<file path="src/mem_pkg.sv">
`default_nettype none

package mem_pkg;

  localparam int WORD_BYTES = 4; // byte lanes per bus word.

  typedef logic [31:0] word_t; // one data word.
  typedef logic [31:0] addr_t; // byte address, word index is addr >> 2.
  typedef logic [WORD_BYTES-1:0] byte_en_t; // one bit per memory-bus lane, lane 0 is bits 7:0.

  // request as driven by a core port or by the arbiter onto the memory bus.
  typedef struct packed {
    logic     ren;     // read strobe.
    logic     wen;     // write strobe.
    addr_t    addr;    // byte address.
    word_t    wdata;   // write data.
    byte_en_t byte_en; // lanes to write.
  } bus_req_t;

  // response back to a requester.
  typedef struct packed {
    logic  busy;  // low for the one cycle in which the transfer completes.
    word_t rdata; // valid in the completion cycle of a read.
  } bus_rsp_t;

  // byte order of the core.
  typedef enum logic {
    ENDIAN_BIG,
    ENDIAN_LITTLE
  } endian_t;

endpackage

`default_nettype wire

</file>
<file path="src/memory_arbiter.sv">
`timescale 1ns/1ns
`default_nettype none

module memory_arbiter #(
  parameter mem_pkg::endian_t BUS_ENDIAN = mem_pkg::ENDIAN_LITTLE
) (
  input  logic              CLK,
  input  logic              nRST,
  input  mem_pkg::bus_req_t i_ibus_req, // fetch port, read only.
  input  mem_pkg::bus_req_t i_dbus_req, // data port.
  output mem_pkg::bus_rsp_t o_ibus_rsp,
  output mem_pkg::bus_rsp_t o_dbus_rsp,
  output mem_pkg::bus_req_t o_mem_req,  // shared memory bus.
  input  mem_pkg::bus_rsp_t i_mem_rsp
);
  import mem_pkg::*;

  // *_REQ is the first bus cycle of a grant, *_WAIT the rest of it.
  // the paired states hold a second request queued behind the granted one.
  typedef enum logic [2:0] {
    IDLE,
    INSTR_REQ,      // fetch on the bus, first cycle.
    INSTR_DATA_REQ, // fetch on the bus, data queued.
    INSTR_WAIT,     // fetch on the bus, waiting for memory.
    DATA_REQ,       // data on the bus, first cycle.
    DATA_INSTR_REQ, // data on the bus, fetch queued.
    DATA_WAIT       // data on the bus, waiting for memory.
  } arb_state_t;

  arb_state_t state, next_state;

  bus_req_t instr_mem_req; // fetch as presented to memory.
  bus_req_t data_mem_req;  // data access as presented to memory.
  word_t    mem_wdata;     // data port write data in memory byte order.
  word_t    core_rdata;    // memory read data in core byte order.
  logic     d_pending;     // data port asks for a transfer.
  logic     i_pending;     // fetch port asks for a transfer.
  logic     mem_done;      // memory completes the granted transfer this cycle.
  logic     ibus_busy;
  logic     dbus_busy;

  assign d_pending = i_dbus_req.ren | i_dbus_req.wen;
  assign i_pending = i_ibus_req.ren; // fetch port never writes.
  assign mem_done  = ~i_mem_rsp.busy;

  always_ff @(posedge CLK, negedge nRST) begin
    if (!nRST) begin
      state <= IDLE;
    end else begin
      state <= next_state;
    end
  end

  // next state.
  // a fetch that drops ren is withdrawn. the queued data access, if any, goes next.
  always_comb begin
    next_state = state;
    case (state)
      IDLE: begin
        if (d_pending) next_state = DATA_REQ; // data wins ties.
        else if (i_pending) next_state = INSTR_REQ;
      end
      INSTR_REQ: begin
        if (!i_pending) next_state = d_pending ? DATA_REQ : IDLE; // abort.
        else if (d_pending) next_state = INSTR_DATA_REQ;
        else next_state = INSTR_WAIT;
      end
      INSTR_DATA_REQ: begin
        if (mem_done) next_state = DATA_WAIT; // queued data goes on the bus next.
        else if (!i_pending) next_state = DATA_REQ; // fetch withdrawn on the bus.
      end
      INSTR_WAIT: begin
        if (mem_done || !i_pending) next_state = d_pending ? DATA_REQ : IDLE;
        else if (d_pending) next_state = INSTR_DATA_REQ;
      end
      DATA_REQ: begin
        next_state = i_pending ? DATA_INSTR_REQ : DATA_WAIT;
      end
      DATA_INSTR_REQ: begin
        if (mem_done) next_state = i_pending ? INSTR_WAIT : IDLE; // skip a dropped fetch.
        else if (!i_pending) next_state = DATA_WAIT; // queued fetch withdrawn.
      end
      DATA_WAIT: begin
        if (mem_done) next_state = i_pending ? INSTR_REQ : IDLE;
        else if (i_pending) next_state = DATA_INSTR_REQ;
      end
      default: next_state = IDLE;
    endcase
  end

  // fetch is forced to a full-word read.
  always_comb begin
    instr_mem_req         = i_ibus_req;
    instr_mem_req.wen     = 1'b0;
    instr_mem_req.wdata   = '0;
    instr_mem_req.byte_en = '1;
  end

  always_comb begin
    data_mem_req       = i_dbus_req;
    data_mem_req.wdata = mem_wdata; // byte enables stay as given, they name bus lanes.
  end

  // bus select and port busy. the granted request stays on the bus in every state
  // of its grant so that memory sees it stable.
  always_comb begin
    o_mem_req = '0; // idle bus.
    ibus_busy = 1'b1;
    dbus_busy = 1'b1;
    case (state)
      INSTR_REQ: begin
        o_mem_req = instr_mem_req; // first bus cycle, no completion yet.
      end
      INSTR_DATA_REQ, INSTR_WAIT: begin
        o_mem_req = instr_mem_req;
        ibus_busy = i_mem_rsp.busy;
      end
      DATA_REQ: begin
        o_mem_req = data_mem_req;
      end
      DATA_INSTR_REQ, DATA_WAIT: begin
        o_mem_req = data_mem_req;
        dbus_busy = i_mem_rsp.busy;
      end
      default: begin
        o_mem_req = '0;
      end
    endcase
  end

  // byte order between the core and the memory bus.
  generate
    if (BUS_ENDIAN == ENDIAN_LITTLE) begin : g_swap
      assign mem_wdata  = {i_dbus_req.wdata[7:0], i_dbus_req.wdata[15:8],
                           i_dbus_req.wdata[23:16], i_dbus_req.wdata[31:24]};
      assign core_rdata = {i_mem_rsp.rdata[7:0], i_mem_rsp.rdata[15:8],
                           i_mem_rsp.rdata[23:16], i_mem_rsp.rdata[31:24]};
    end else begin : g_pass
      assign mem_wdata  = i_dbus_req.wdata; // big-endian core matches the bus.
      assign core_rdata = i_mem_rsp.rdata;
    end
  endgenerate

  // both ports see the read data, only the one whose busy drops takes it.
  assign o_ibus_rsp = '{busy: ibus_busy, rdata: core_rdata};
  assign o_dbus_rsp = '{busy: dbus_busy, rdata: core_rdata};

endmodule

`default_nettype wire

</file>
<file path="config.mk">
export PLATFORM = sky130hd
export DESIGN_NAME = memory_arbiter
export DESIGN_NICKNAME = d
export VERILOG_FILES = /design/src/mem_pkg.sv /design/src/memory_arbiter.sv
export SDC_FILE = /design/constraint.sdc
export NUM_CORES = 1
export LEC_CHECK = 0
export ABC_AREA = 0
export BUFFER_PORTS_ARGS = -buffer_cell sky130_fd_sc_hd__buf_4
export CAP_MARGIN = 10
export CORE_AREA = 2 2 121 123
export CTS_BUF_LIST = sky130_fd_sc_hd__clkbuf_8
export CTS_CLUSTER_SIZE = 25
export DETAILED_ROUTE_END_ITERATION = 10
export DIE_AREA = 0 0 123 125
export PLACE_DENSITY = 0.41
export SKIP_CTS_REPAIR_TIMING = 1
export SYNTH_ARGS = -nofsm -noshare
export SYNTH_HDL_FRONTEND = slang
export SYNTH_SLANG_ARGS = --single-unit
</file>
<file path="constraint.sdc">
create_clock -name CLK -period 3.6 [get_ports CLK]
set_input_delay 0.72 -clock CLK [delete_from_list [all_inputs] [get_ports CLK]]
set_output_delay 0.72 -clock CLK [all_outputs]
set_load 0.05 [all_outputs]
</file>
==> flow_summary.json <==
{
  "cp-end-kind": "output pin",
  "vias": 1584,
  "wl_mm": 5.17,
  "setup_viol": 0,
  "reg.largest.list": "state (3)",
  "final_common_cell": "buf_4",
  "rsz0062_at_grt": "false",
  "detail-route-antenna-nets": 0,
  "cts_root_buf": "clkbuf_8",
  "clk_pin_slew_ns": 0.03,
  "p_leak_nw": 1.25,
  "synth_top_area_cell": "buf_4",
  "cts_buffers": 3,
  "clk_latency_ns": 0.22,
  "drtIter0Drc": 36,
  "hold_path.class": "in -> async",
  "ys_types": 29,
  "crit_fanout": 37,
  "status": "finished clean",
  "worst_slew_pin_slew_ns": 0.830,
  "worstRegToRegCells": 3,
  "gp_congestion": 0.701,
  "wire_per_inst_um": 11.1,
  "syn_area_mm2": 0.00135,
  "grt_max_degree": 65,
  "tns_ns": 0,
  "yosys_warnings": 0,
  "fin_nets": 456,
  "cts_buffer_depth": 2,
  "cp_data_required_time_ns": 2.88,
  "postLayoutCellArea_mm2": 0.00240,
  "drc": 0,
  "clkSinkCount": 3,
  "reg2reg_slack_ns": 2.22,
  "antenna_found_initial": 0,
  "fillerInstances": 1605,
  "grt_overflow_total": 0,
  "firstDrtPassIters": 4,
  "start_util_pct": 9.48,
  "fp.dieArea_mm2": 0.0154,
  "final.min_clock_period_ns": 2.81,
  "die_height_um": 125,
  "slew_headroom_pct": 44.6,
  "cts-htree-levels": 1,
  "worst_ep_arrival_time_ns": 2.09,
  "ys_seq_area_share_pct": 5.58,
  "row_count": 44,
  "placed_area_mm2": 0.00235,
  "synth_area_leaders": "buf_4 40%, a22o_1 21%, and2_1 15%",
  "grt_pass1_vias": 1436,
  "ir_drop_v": 0.000252,
  "crit_type": "reg -> out",
  "yosys_register_bits": 3,
  "min_period_over_period_pct": 78.1,
  "powerDensity_mw_per_mm2": 1100,
  "dp_slack_ns": 0.992,
  "drv_cap": 0,
  "cp_slowest_cell": "nor2_4",
  "grt_pass1_wl_mm": 6.80,
  "crit_path_start_kind": "flip-flop",
  "grt.total_usage_pct": 5.42,
  "cts_tree": "built",
  "io_buffers": 177,
  "core_mm2": 0.0142,
  "synthCells": 177,
  "worstPathCellList": "nor2_1 -> nor2_4 -> a22o_1 -> buf_4",
  "io_pins": 311,
  "worst_slack_ns": 0.788,
  "syn_nets": 352,
  "final_cell_mix": "177 x buf_4, 33 x a22o_1, 33 x and2_1, 4 x a21o_1, 4 x nand3_1",
  "drive_gt1_share_pct": 66.1,
  "syn2layout_area_growth_pct": 78.3,
  "place_hpwl_mm": 4.26,
  "fin_skew_ns": 0.00128,
  "die_x_um": 123,
  "holdWs_ns": 0.285,
  "max_freq_ghz": 0.356,
  "synth_area_per_cell_um2": 7.61,
  "finalHoldViolations": 0,
  "largest_register_ffs": 3,
  "slowest_delay_ns": 0.64,
  "routed_via_density": 3.41,
  "yosysTopAreaCellShare_pct": 39.6,
  "drv_slew": 0,
  "largest_register": "state"
}
==> cells by family after synthesis <==
logic type | count (synthesis) | share of synthesized area (%)
AND/OR/NAND/NOR | 45 | 20.6
AO/OA/AOI/OAI | 46 | 29.4
buffers and inverters | 81 | 43.0
XOR/XNOR | 1 | 0.651
adder cells (fa/ha/maj) | 1 | 0.744
flip-flops | 3 | 5.58
==> metal layers <==
metal / routed length, um / vias to the layer above / track usage [%]
met5: 0 / - / 0
met4: 85 / 0 / 1.94
met3: 841 / 18 / 1.51
met2: 2560 / 108 / 10.2
met1: 1680 / 707 / 5.60
li1: - / 751 / -
==> critical path: cells and delay by family, from the launching register on <==
kind            cells  cell delay [ns]
simple gates        2             0.78
compound gates      1             0.30
buf+inv             1             0.21
flops               1             0.57
==> synthesized netlist by cell type <==
cell type / n
buf_4: 71
a21o_1: 4
nand3b_1: 1
clkbuf_2: 3
o2111ai_1: 1
maj3_1: 1
o21ai_0: 1
nor2_1: 2
a2bb2oi_1: 1
a311o_1: 1
buf_2: 4
a22o_1: 33
nand2b_1: 1
buf_1: 1
o211ai_1: 1
nand2_1: 1
a21oi_1: 1
a21oi_4: 1
inv_2: 1
xor2_1: 1
a211oi_1: 1
and2_1: 33
or2_0: 1
nor2_4: 1
o21a_1: 1
inv_1: 1
dfrtp_1: 3
nand3_1: 4
or3b_2: 1
==> power by group <==
part           switching [mW]  internal [mW]
Sequential             0.0434         0.0486
Clock                  0.0224         0.0726
Combinational            1.68          0.767
Total                    1.75          0.888
==> final cells by class <==
cell class | count | area, um2 | share of cell area, %
Tap cell | 184 | 230 | 9.59
Clock inverter | 1 | 3.75 | 0.156
Multi-Input combinational cell | 93 | 692 | 28.8
Inverter | 2 | 7.51 | 0.313
Clock buffer | 3 | 41.3 | 1.72
Sequential cell | 3 | 75.1 | 3.13
Timing Repair Buffer | 178 | 1350 | 56.2
Antenna cell | 1 | 2.50 | 0.104
==> worst paths after layout <==
kind / from / to
hold / removal: nRST / state[1]$_DFFE_PN0P_
hold reg to reg: state[2]$_DFFE_PN0P_ / state[1]$_DFFE_PN0P_
max in group asynchronous: nRST / state[2]$_DFFE_PN0P_
min in group CLK: state[2]$_DFFE_PN0P_ / state[1]$_DFFE_PN0P_
setup reg to reg: state[0]$_DFFE_PN0P_ / state[2]$_DFFE_PN0P_
setup / recovery: state[1]$_DFFE_PN0P_ / o_mem_req[63]
==> metrics by stage <==
stage               total power [mW]  util (%)  std cells
CTS                             2.67      16.9        464
detailed placement              2.56      16.6        460
floorplan                       2.06         -        177
global route                    2.77      16.9        464
global placement                2.57      16.6        460
finish                          2.63      16.9        465
Power figures use the tool's default switching activity.
